--- src/hdl/clkDiagPkg.sv ---
`default_nettype none

package clkDiagPkg;

  // Bus and datapath widths
  localparam int APB_ADDR_W = 4;
  localparam int APB_DATA_W = 8;
  localparam int DIAG_W     = 6;   // One readback word
  localparam int BURST_W    = 8;
  localparam int SEL_W      = 3;   // Function select within a region
  localparam int NIBBLE_W   = 4;
  localparam int RATE_DIV_W = 3;   // Slowest rate is one tick in 8

  // CTL functions 00x
  // Code 4 (conditional single step) has no effect
  localparam logic [SEL_W-1:0] FN_START       = 3'd1;
  localparam logic [SEL_W-1:0] FN_SINGLE_STEP = 3'd2;
  localparam logic [SEL_W-1:0] FN_EBOX_SS     = 3'd3;
  localparam logic [SEL_W-1:0] FN_BURST       = 3'd5;
  localparam logic [SEL_W-1:0] FN_CLR_RESET   = 3'd6;
  localparam logic [SEL_W-1:0] FN_SET_RESET   = 3'd7;

  // LD functions 04x
  localparam logic [SEL_W-1:0] LD_BURST_LO = 3'd2;
  localparam logic [SEL_W-1:0] LD_BURST_HI = 3'd3;
  localparam logic [SEL_W-1:0] LD_SRC_RATE = 3'd4;
  localparam logic [SEL_W-1:0] LD_EBOX_DIS = 3'd5;
  localparam logic [SEL_W-1:0] LD_PAR_CHK  = 3'd6;
  localparam logic [SEL_W-1:0] LD_MISC     = 3'd7;

  typedef struct packed {
    logic [1:0] sourceSel;
    logic [1:0] rateSel;
  } srcRate_t;

  typedef struct packed {
    logic unused;    // MSB has no function on 045
    logic crmDis;
    logic edpDis;
    logic ctlDis;
  } eboxDis_t;

  typedef struct packed {
    logic fmParChk;
    logic cramParChk;
    logic dramParChk;
    logic fsChk;
  } parChk_t;

  typedef struct packed {
    logic mboxCycDis;
    logic respSim;
    logic arArxParChk;
    logic errStopEn;
  } misc_t;

  // One data nibble decoded per load code
  typedef union packed {
    srcRate_t              srcRate;
    eboxDis_t              eboxDis;
    parChk_t               parChk;
    misc_t                 misc;
    logic [NIBBLE_W-1:0]   nibble;
  } loadWord_u;

  typedef struct packed {
    logic             ctlWrite;
    logic             ldWrite;
    logic [SEL_W-1:0] sel;
    loadWord_u        data;
  } diagCmd_t;

  typedef struct packed {
    logic [1:0] sourceSel;
    logic [1:0] rateSel;
    logic       crmDis;
    logic       edpDis;
    logic       ctlDis;
    logic       fmParChk;
    logic       cramParChk;
    logic       dramParChk;
    logic       fsChk;
    logic       mboxCycDis;
    logic       respSim;
    logic       arArxParChk;
    logic       errStopEn;
  } clkCfg_t;

  typedef struct packed {
    logic go;
    logic burst;
    logic eboxSs;
    logic mrReset;
  } runState_t;

endpackage

`default_nettype wire

--- src/hdl/apbDiagPort.sv ---
`timescale 1ns/1ps
`default_nettype none

module apbDiagPort (
  input  logic                               PSEL,
  input  logic                               PENABLE,
  input  logic                               PWRITE,
  input  logic [clkDiagPkg::APB_ADDR_W-1:0]  PADDR,
  input  logic [clkDiagPkg::APB_DATA_W-1:0]  PWDATA,
  output logic [clkDiagPkg::APB_DATA_W-1:0]  PRDATA,
  output clkDiagPkg::diagCmd_t               cmd,
  input  logic [clkDiagPkg::DIAG_W-1:0]      rdWord
);

  import clkDiagPkg::*;

  logic accessPhase;
  logic writeAccess;
  logic ldRegion;

  // Access phase is always the second cycle of a transfer
  assign accessPhase = PSEL & PENABLE;
  assign writeAccess = accessPhase & PWRITE;

  // Top address bit splits 00x from 04x
  assign ldRegion = PADDR[APB_ADDR_W-1];

  always_comb begin
    cmd.ctlWrite    = writeAccess & ~ldRegion;
    cmd.ldWrite     = writeAccess & ldRegion;
    cmd.sel         = PADDR[SEL_W-1:0];
    cmd.data.nibble = PWDATA[NIBBLE_W-1:0];  // Blocks pick their own view
  end

  // Readback in the low bits with zeros above
  assign PRDATA = {{(APB_DATA_W - DIAG_W){1'b0}}, rdWord};

endmodule

`default_nettype wire

--- src/hdl/burstCounter.sv ---
`timescale 1ns/1ps
`default_nettype none

module burstCounter (
  input  logic                             CLK,
  input  logic                             FPGA_RESET,
  input  clkDiagPkg::diagCmd_t             cmd,
  input  logic                             burstStep,
  output logic [clkDiagPkg::BURST_W-1:0]   count,
  output logic                             countZero
);

  import clkDiagPkg::*;

  logic loadLo;
  logic loadHi;

  assign loadLo = cmd.ldWrite && (cmd.sel == LD_BURST_LO);  // 042
  assign loadHi = cmd.ldWrite && (cmd.sel == LD_BURST_HI);  // 043

  assign countZero = (count == '0);

  // A nibble load wins over a step in the same cycle
  always_ff @(posedge CLK) begin
    if (FPGA_RESET) begin
      count <= '0;
    end else if (loadLo) begin
      count[NIBBLE_W-1:0] <= cmd.data.nibble;
    end else if (loadHi) begin
      count[BURST_W-1:NIBBLE_W] <= cmd.data.nibble;
    end else if (burstStep && !countZero) begin
      count <= count - 1'b1;  // Stops at zero
    end
  end

endmodule

`default_nettype wire

--- src/hdl/clkConfigRegs.sv ---
`timescale 1ns/1ps
`default_nettype none

module clkConfigRegs (
  input  logic                  CLK,
  input  logic                  FPGA_RESET,
  input  clkDiagPkg::diagCmd_t  cmd,
  output clkDiagPkg::clkCfg_t   cfg
);

  import clkDiagPkg::*;

  // Load functions 044 to 047
  always_ff @(posedge CLK) begin
    if (FPGA_RESET) begin
      cfg <= '0;
    end else if (cmd.ldWrite) begin
      case (cmd.sel)
        LD_SRC_RATE: begin
          cfg.sourceSel <= cmd.data.srcRate.sourceSel;  // Read back only
          cfg.rateSel   <= cmd.data.srcRate.rateSel;
        end
        LD_EBOX_DIS: begin
          cfg.crmDis <= cmd.data.eboxDis.crmDis;
          cfg.edpDis <= cmd.data.eboxDis.edpDis;
          cfg.ctlDis <= cmd.data.eboxDis.ctlDis;
        end
        LD_PAR_CHK: begin
          cfg.fmParChk   <= cmd.data.parChk.fmParChk;
          cfg.cramParChk <= cmd.data.parChk.cramParChk;
          cfg.dramParChk <= cmd.data.parChk.dramParChk;
          cfg.fsChk      <= cmd.data.parChk.fsChk;
        end
        LD_MISC: begin
          cfg.mboxCycDis  <= cmd.data.misc.mboxCycDis;
          cfg.respSim     <= cmd.data.misc.respSim;
          cfg.arArxParChk <= cmd.data.misc.arArxParChk;
          cfg.errStopEn   <= cmd.data.misc.errStopEn;
        end
        default: begin
          // Codes 0 to 3 leave the configuration alone
        end
      endcase
    end
  end

endmodule

`default_nettype wire

--- src/hdl/clkDiagCtrl.sv ---
`timescale 1ns/1ps
`default_nettype none

module clkDiagCtrl (
  input  logic                               CLK,
  input  logic                               FPGA_RESET,
  input  logic                               PSEL,
  input  logic                               PENABLE,
  input  logic                               PWRITE,
  input  logic [clkDiagPkg::APB_ADDR_W-1:0]  PADDR,
  input  logic [clkDiagPkg::APB_DATA_W-1:0]  PWDATA,
  output logic [clkDiagPkg::APB_DATA_W-1:0]  PRDATA,
  output logic                               eboxTick,
  output clkDiagPkg::runState_t              run,
  output clkDiagPkg::clkCfg_t                cfg
);

  import clkDiagPkg::*;

  diagCmd_t            cmd;
  logic [BURST_W-1:0]  count;
  logic                countZero;
  logic                burstStep;
  logic [DIAG_W-1:0]   rdWord;

  apbDiagPort u_port (
    .PSEL    (PSEL),
    .PENABLE (PENABLE),
    .PWRITE  (PWRITE),
    .PADDR   (PADDR),
    .PWDATA  (PWDATA),
    .PRDATA  (PRDATA),
    .cmd     (cmd),
    .rdWord  (rdWord)
  );

  clkConfigRegs u_cfg (
    .CLK        (CLK),
    .FPGA_RESET (FPGA_RESET),
    .cmd        (cmd),
    .cfg        (cfg)
  );

  burstCounter u_burst (
    .CLK        (CLK),
    .FPGA_RESET (FPGA_RESET),
    .cmd        (cmd),
    .burstStep  (burstStep),
    .count      (count),
    .countZero  (countZero)
  );

  // Only the rate select reaches the gate
  eboxClkGate u_gate (
    .CLK        (CLK),
    .FPGA_RESET (FPGA_RESET),
    .cmd        (cmd),
    .rateSel    (cfg.rateSel),
    .countZero  (countZero),
    .run        (run),
    .burstStep  (burstStep),
    .eboxTick   (eboxTick)
  );

  diagReadMux u_rdMux (
    .sel    (cmd.sel),  // Read select follows PADDR
    .count  (count),
    .cfg    (cfg),
    .run    (run),
    .rdWord (rdWord)
  );

endmodule

`default_nettype wire

--- src/hdl/diagReadMux.sv ---
`timescale 1ns/1ps
`default_nettype none

module diagReadMux (
  input  logic [2:0]                       sel,
  input  logic [clkDiagPkg::BURST_W-1:0]   count,
  input  clkDiagPkg::clkCfg_t              cfg,
  input  clkDiagPkg::runState_t            run,
  output logic [clkDiagPkg::DIAG_W-1:0]    rdWord
);

  always_comb begin
    case (sel)
      3'd0: rdWord = count[7:2];
      3'd1: rdWord = {count[1:0], cfg.sourceSel, cfg.rateSel};
      // Run bits read back active low as on the board
      3'd2: rdWord = {~run.go,
                      ~run.burst,
                      ~run.eboxSs,
                      run.mrReset,
                      cfg.crmDis,
                      cfg.edpDis};
      3'd3: rdWord = {cfg.ctlDis,
                      cfg.fmParChk,
                      cfg.cramParChk,
                      cfg.dramParChk,
                      cfg.fsChk,
                      cfg.mboxCycDis};
      3'd4: rdWord = {cfg.respSim,
                      cfg.arArxParChk,
                      cfg.errStopEn,
                      3'b000};
      default: rdWord = '0;  // Words 5 to 7
    endcase
  end

endmodule

`default_nettype wire

--- src/hdl/eboxClkGate.sv ---
`timescale 1ns/1ps
`default_nettype none

module eboxClkGate (
  input  logic                   CLK,
  input  logic                   FPGA_RESET,
  input  clkDiagPkg::diagCmd_t   cmd,
  input  logic [1:0]             rateSel,
  input  logic                   countZero,
  output clkDiagPkg::runState_t  run,
  output logic                   burstStep,
  output logic                   eboxTick
);

  import clkDiagPkg::*;

  logic [RATE_DIV_W-1:0] rateDiv;
  logic [RATE_DIV_W-1:0] rateMask;
  logic                  rateTick;
  logic                  stepPending;
  logic                  stepTick;
  logic                  tickReq;

  // Free-running rate divider
  always_ff @(posedge CLK) begin
    if (FPGA_RESET) begin
      rateDiv <= '0;
    end else begin
      rateDiv <= rateDiv + 1'b1;
    end
  end

  assign rateMask = ~({RATE_DIV_W{1'b1}} << rateSel);  // 000, 001, 011, 111
  assign rateTick = ((rateDiv & rateMask) == '0);  // Low rateSel bits all zero

  assign burstStep = rateTick & run.burst & ~countZero;
  assign stepTick  = rateTick & stepPending;
  assign tickReq   = (rateTick & run.go) | burstStep | stepTick;

  // Every CTL function reloads go, burst and EBOX single step
  always_ff @(posedge CLK) begin
    if (FPGA_RESET) begin
      run <= '0;
    end else if (cmd.ctlWrite) begin
      run.go     <= (cmd.sel == FN_START);
      run.burst  <= (cmd.sel == FN_BURST);
      run.eboxSs <= (cmd.sel == FN_EBOX_SS);
      if (cmd.sel == FN_SET_RESET) begin
        run.mrReset <= 1'b1;
      end else if (cmd.sel == FN_CLR_RESET) begin
        run.mrReset <= 1'b0;
      end
    end
  end

  always_ff @(posedge CLK) begin
    if (FPGA_RESET) begin
      stepPending <= 1'b0;
    end else if (cmd.ctlWrite && (cmd.sel == FN_SINGLE_STEP)) begin
      stepPending <= 1'b1;
    end else if (stepTick) begin
      stepPending <= 1'b0;  // Used up by its tick
    end
  end

  always_ff @(posedge CLK) begin
    if (FPGA_RESET) begin
      eboxTick <= 1'b0;
    end else begin
      eboxTick <= tickReq;  // One-cycle enable pulse
    end
  end

endmodule

`default_nettype wire

--- config.mk ---
export PLATFORM = sky130hd
export DESIGN_NAME = clkDiagCtrl
export DESIGN_NICKNAME = d
export VERILOG_FILES = /design/src/hdl/clkDiagPkg.sv /design/src/hdl/apbDiagPort.sv /design/src/hdl/burstCounter.sv /design/src/hdl/clkConfigRegs.sv /design/src/hdl/clkDiagCtrl.sv /design/src/hdl/diagReadMux.sv /design/src/hdl/eboxClkGate.sv
export SDC_FILE = /design/constraint.sdc
export NUM_CORES = 1
export LEC_CHECK = 0
export BUFFER_PORTS_ARGS = -buffer_cell sky130_fd_sc_hd__buf_2
export CAP_MARGIN = 10
export CORE_MARGIN = 5
export CORE_UTILIZATION = 50
export CTS_BUF_LIST = sky130_fd_sc_hd__clkbuf_16
export DETAILED_ROUTE_END_ITERATION = 6
export PLACE_DENSITY_LB_ADDON = 0.3
export SLEW_MARGIN = 20
export SYNTH_ARGS = -nofsm -noshare
export SYNTH_HDL_FRONTEND = slang
export SYNTH_SLANG_ARGS = --single-unit
--- constraint.sdc ---
create_clock -name CLK -period 2.4 [get_ports CLK]
set_input_delay 0.12 -clock CLK [delete_from_list [all_inputs] [get_ports CLK]]
set_output_delay 0.12 -clock CLK [all_outputs]
set_load 0.02 [all_outputs]
==> results of run 1 <==
[sequential cells by signal (all words and copies together) (netlist names)]
name / count
u_gate.stepPending: 1
u_gate.rateDiv: 3
u_gate.eboxTick: 1
u_cfg.cfg: 15
u_burst.count: 8
u_gate.run: 4
[power breakdown]
group / internal [uW] / switching, uW
Combinational: 30.8 / 63.6
Clock: 370 / 212
Sequential: 539 / 5.65
[final timing paths]
check | startpoint | end
worst max-delay path | u_burst.count[0] | u_burst.count[6]
worst min register to register | u_gate.rateDiv[0] | u_gate.rateDiv[0]
worst max register to register | u_burst.count[0] | u_burst.count[6]
worst min-delay path | PWDATA[3] | u_cfg.cfg[3]
[cell families after synthesis]
kind of cell,count (synthesis),share of synthesized area
XOR/XNOR,5,0.02570
adder cells (fa/ha/maj),3,0.02203
other,1,0.002201
flip-flops,32,0.3759
AND/OR/NAND/NOR,91,0.2577
AO/OA/AOI/OAI,44,0.1579
multiplexers,16,0.1182
buffers and inverters,16,0.04037
[worst min-delay path, delay by kind of cell]
kind,cells,cell delay [ps]
buf+inv,1,140
mux,1,80
simple gates,1,70
[cell type report]
cell class	instances	area (um^2)
fillers	316	1269
clock buffers	5	125.1
repair buffers	39	197.7
multi-input cells	161	998.5
well taps	46	57.56
inverters	4	15.01
clock inverters	2	7.507
flip-flops and latches	32	640.6
[per-layer routing]
layer  GRT usage  routed length (um)
met1      0.2863                2005
met2      0.3409                2250
met3     0.05419                 351
met4     0.09181                  61
met5           0                   0
[Yosys cell counts (all sizes together)]
library cell | count | area [um^2]
or4 | 1 | 7.510
xnor2 | 4 | 35.03
o22ai | 3 | 18.77
nor2 | 28 | 105.1
dfxtp | 32 | 640.6
nor4 | 2 | 12.51
and4b | 1 | 13.76
buf | 3 | 20.01
o211ai | 1 | 7.510
or3b | 1 | 8.760
nand2b | 1 | 6.260
mux4 | 3 | 71.32
nor3 | 4 | 20.02
o21a | 2 | 15.01
clkbuf | 9 | 33.78
a211oi | 4 | 30.03
conb | 1 | 3.750
xor2 | 1 | 8.760
a22oi | 6 | 45.04
and2 | 3 | 18.77
ha | 3 | 37.54
or2 | 2 | 12.51
a22o | 1 | 8.760
or3 | 1 | 6.260
nand4 | 2 | 12.51
nand3b | 2 | 15.01
mux2i | 13 | 130.1
nand2 | 18 | 67.56
o21ai | 6 | 30.03
a31oi | 3 | 18.77
nand3 | 19 | 95.09
inv | 4 | 15.01
nor2b | 4 | 25.02
o311a | 1 | 10.01
a21oi | 17 | 85.08
and3 | 2 | 12.51
[through the flow]
step,std cells,power (uW)
finish,289,1221
detailed placement,282,647.7
CTS,289,1227
floorplan,209,616.7
global route,289,1265
global placement,282,646.6
==> impl_metrics.csv, run 1 <==
group,metric,value,unit
status,status,"complete, no violations",
finish,syn_to_final_growth,19.82,%
cts,numCtsBuffers,5,
global_route,grtUsageTotal,0.2190,
routing,wl,4.669,mm
setup_path,crit_required,2580,ps
finish,antennaDiodeCount,0,
setup_path,reg2reg_depth,7,
place,dpl.hpwl,3.215,mm
sta,period_needed,1960,ps
flow_run,max-cap-violations,0,
sta,tightest_slew,637.4,ps
finish,drive_above_1_share,0.2058,
cts,cts_tree,"yes",
routing,dr.pass1.iters,5,
yosys,yosysWarnings,0,
cts,cts_setup_buffers,0,
die,dieWidth,68.38,um
routing,drt_first_iter_violations,92,
global_route,grt_antenna_before_repair,0,
finish,design_area,2042,um^2
place,routabilityCongestion,0.8986,
cts,clk-insertion-delay-late,270,ps
sta,slew_headroom,0.5706,
setup_path,cp-end-kind,"register",
sta,holdWs,166.6,ps
cts,cts_root_buf,"clkbuf_16",
sta,setup_viol_count_final,0,
setup_path,worst-path-stages,7,
routing,detail_route.vias_per_cell,5.796,
pwr,power_density,597.9,nW/um^2
sta,finalMaxSlewViolations,0,
cts,cts_resized,0,
setup_path,arrival,2140,ps
sta,setup_ws,440.1,ps
cts,clk_pin_slew,50,ps
yosys,yosysUniqueCellTypes,38,
sta,rsz0062_at_grt,"no",
sta,period_share,0.8166,
yosys,syn-cell-area,1704,um^2
setup_path,critPathKind,"reg2reg",
finish,final_common_cell,"buf_2",
setup_path,cp.buffers_inverters,1,
setup_path,slowest_delay,460,ps
routing,ant_nets,0,
place,io_buffers,38,
global_route,grt_max_degree,33,
sta,final.setup.tns,0,ps
yosys,syn_avg_cell_area,8.193,um^2
die,start_util,0.5147,
routing,via_count,1675,
pwr,leakage,0.0009072,uW
sta,fin_skew,2.783,ps
cts,clockBufferDepth,2,
cts,cts_sinks,32,
setup_path,cp_max_fo,5,
worst_hold_path,hold_path.class,"in2reg",
yosys,syn_inst,208,
cts,cts_hold_buffers,0,
yosys,synth_seq_area_share,0.3759,
die,coreArea,3311,um^2
setup_path,reg2reg_slack,440,ps
pwr,peakVddDrop,0.0004222,V
place,place_ws,470.3,ps
routing,wl_per_cell,16.16,um
setup_path,cp_cell_sequence,"inv_1, ha_1, or3b_2, o21ai_0, nor4_1, xnor2_1, a211oi_1",
die,row_count,21,
yosys,ys_ff_latch,32,
die,die_h,68.38,um
setup_path,cp-start-kind,"register",
global_route,grt.overflow.total,0,
finish,fin_util,0.6168,
finish,final_cell_mix,"38 x buf_2, 32 x dfxtp_1, 28 x nor2_1, 19 x nand3_1, 18 x nand2_1",
die,io-pin-count,45,
sta,max_freq,510.2,MHz
cts,htree_levels,2,
die,die_area,4676,um^2
finish,finalNetCount,263,
global_route,first_global_vias,1548,
sta,hold_viol_final,0,
setup_path,cp_top_family,"simple AND/OR/NAND/NOR gates",
routing,drc,0,
place,post_dp_cell_area,1909,um^2
global_route,grt_pass1_wl,7.472,mm
setup_path,slowest_stage,"or3b_2",
worst_hold_path,whs_path_depth,3,
Power figures use the tool's default switching activity.
==> inputs of run 2 (changes only) <==
--- a/config.mk
+++ b/config.mk
@@ -8,7 +8,7 @@
 export BUFFER_PORTS_ARGS = -buffer_cell sky130_fd_sc_hd__buf_2
 export CAP_MARGIN = 10
 export CORE_MARGIN = 5
-export CORE_UTILIZATION = 50
+export CORE_UTILIZATION = 47
 export CTS_BUF_LIST = sky130_fd_sc_hd__clkbuf_16
 export DETAILED_ROUTE_END_ITERATION = 6
 export PLACE_DENSITY_LB_ADDON = 0.3
==> constraint.sdc (replaced) <==
create_clock -name CLK -period 1.7 [get_ports CLK]
set_input_delay 0.085 -clock CLK [delete_from_list [all_inputs] [get_ports CLK]]
set_output_delay 0.085 -clock CLK [all_outputs]
set_load 0.02 [all_outputs]
==> impl_metrics.csv, run 2 (synthesis gave the netlist of run 1 again) <==
group,metric,value,unit
status,status,"complete, no violations",
cts,cts_tree,"yes",
sta,period_share,0.9981,
routing,drc,0,
setup_path,cp-start-kind,"register",
pwr,p_total,1754,uW
place,io_buffers,38,
finish,final_cell_mix,"38 x buf_2, 30 x dfxtp_1, 28 x nor2_1, 19 x nand3_1, 19 x buf_4",
die,die_h,70.22,um
die,coreArea,3416,um^2
cts,cts_root_buf,"clkbuf_16",
cts,clk-insertion-delay-late,280,ps
finish,reg_top3,"u_cfg.cfg: 15 flops, u_burst.count: 8 flops, u_gate.run: 4 flops",
global_route,grtUsageTotal,0.2071,
cts,cts_hold_buffers,0,
sta,max_freq,589.4,MHz
setup_path,cp-end-kind,"register",
finish,top_register,"u_cfg.cfg",
setup_path,arrival,1860,ps
place,dpl.hpwl,3.553,mm
routing,ant_nets,0,
global_route,grt_max_degree,33,
sta,finalMaxSlewViolations,0,
pwr,power_density,790.3,nW/um^2
global_route,grt.overflow.total,0,
cts,cts_sinks,32,
finish,antennaDiodeCount,0,
routing,wl_per_cell,15.55,um
sta,period_needed,1697,ps
finish,largest_reg_flops,15,
global_route,grt_pass1_wl,8.066,mm
routing,detail_route.vias_per_cell,5.695,
finish,drive_above_1_share,0.2977,
global_route,first_global_vias,1669,
sta,setup_viol_count_final,0,
pwr,leakage,0.001007,uW
cts,numCtsBuffers,5,
die,dieWidth,70.22,um
place,routabilityCongestion,0.9202,
cts,clockBufferDepth,2,
finish,design_area,2220,um^2
die,row_count,21,
finish,finalNetCount,281,
setup_path,critPathKind,"reg2reg",
sta,tightest_slew,603.7,ps
setup_path,crit_required,1860,ps
flow_run,max-cap-violations,0,
routing,dr.pass1.iters,4,
finish,final_common_cell,"buf_2",
die,die_area,4930,um^2
global_route,grt_antenna_before_repair,0,
pwr,peakVddDrop,0.0005374,V
die,start_util,0.4989,
sta,setup_ws,3.294,ps
routing,wl,4.788,mm
sta,slew_headroom,0.5976,
setup_path,cp_max_fo,4,
sta,fin_skew,4.598,ps
place,place_ws,-32.20,ps
routing,via_count,1754,
cts,clk_pin_slew,50,ps
die,io-pin-count,45,
sta,hold_viol_final,0,
cts,htree_levels,2,
sta,rsz0062_at_grt,"yes",
place,post_dp_cell_area,2054,um^2
routing,drt_first_iter_violations,131,
finish,syn_to_final_growth,30.25,%
worst_hold_path,hold_path.class,"in2reg",
## run 2: changes by cell type in the layout (fill, tap and decap cells not counted), sizes merged
cell | previous run | this run
buf | 39 | 57
clkinv | 2 | 1
inv | 4 | 5
clkinvlp | 0 | 1
## run 2: cell type report
class	instances	area, um^2
tap	46	57.56
clock buffer	5	125.1
clock inverter	3	15.01
multi-input combinational	161	1031
inverter	4	15.01
fill	321	1196
sequential	32	643.1
timing repair buffer	57	332.8
## run 2: per-stage QoR
| step | util | instances | TNS, ps | hold WS, ps |
|---|---|---|---|---|
| 4_1_cts | 0.6447 | 308 | 0 | 139.0 |
| 3_5_place_dp | 0.6015 | 299 | -66.83 | 407.4 |
| 6_report | 0.6498 | 308 | 0 | 138.8 |
| 5_1_grt | 0.6498 | 308 | -198.1 | 157.9 |
| 2_1_floorplan | - | 209 | 0 | 156.6 |
| 3_3_place_gp | 0.6015 | 299 | -6.522 | 404.7 |
## run 2: repair_timing
item,CTS,global route
resized for setup,1,5
setup endpoints to repair,3,7
pin swaps,1,1
gates cloned,0,0
setup buffers,1,0
## run 2: worst paths after layout
check	slack [ps]	to	startpoint	depth (start not counted)
worst min-delay path	140	u_cfg.cfg[11]	PWDATA[0]	3
worst min register to register	460	u_gate.rateDiv[0]	u_gate.rateDiv[0]	1
worst max register to register	3	u_burst.count[3]	u_burst.count[1]	6
worst max-delay path	3	u_burst.count[3]	u_burst.count[1]	6
## run 2: worst max-delay path, cell delays in order, from the launching register on
cell and delay [ps]:
dfxtp_2 320, inv_2 70, ha_4 130, or3b_4 380
o21a_1 210, and4b_4 200, o311a_1 270
## run 2: report_power, final
part	switching, uW	internal, uW	leakage (uW)	total, uW
combinational	93.3	53.6	0.000679	147
clock	310	530	0.0000687	840
sequential	6.56	761	0.000259	767
total	409	1340	0.00101	1750
## run 2: routing by layer
layer / global-route usage / share of wire
met1: 0.2641 / 0.43
met2: 0.3379 / 0.48
met3: 0.03443 / 0.060
met4: 0.1000 / 0.024
met5: 0 / 0
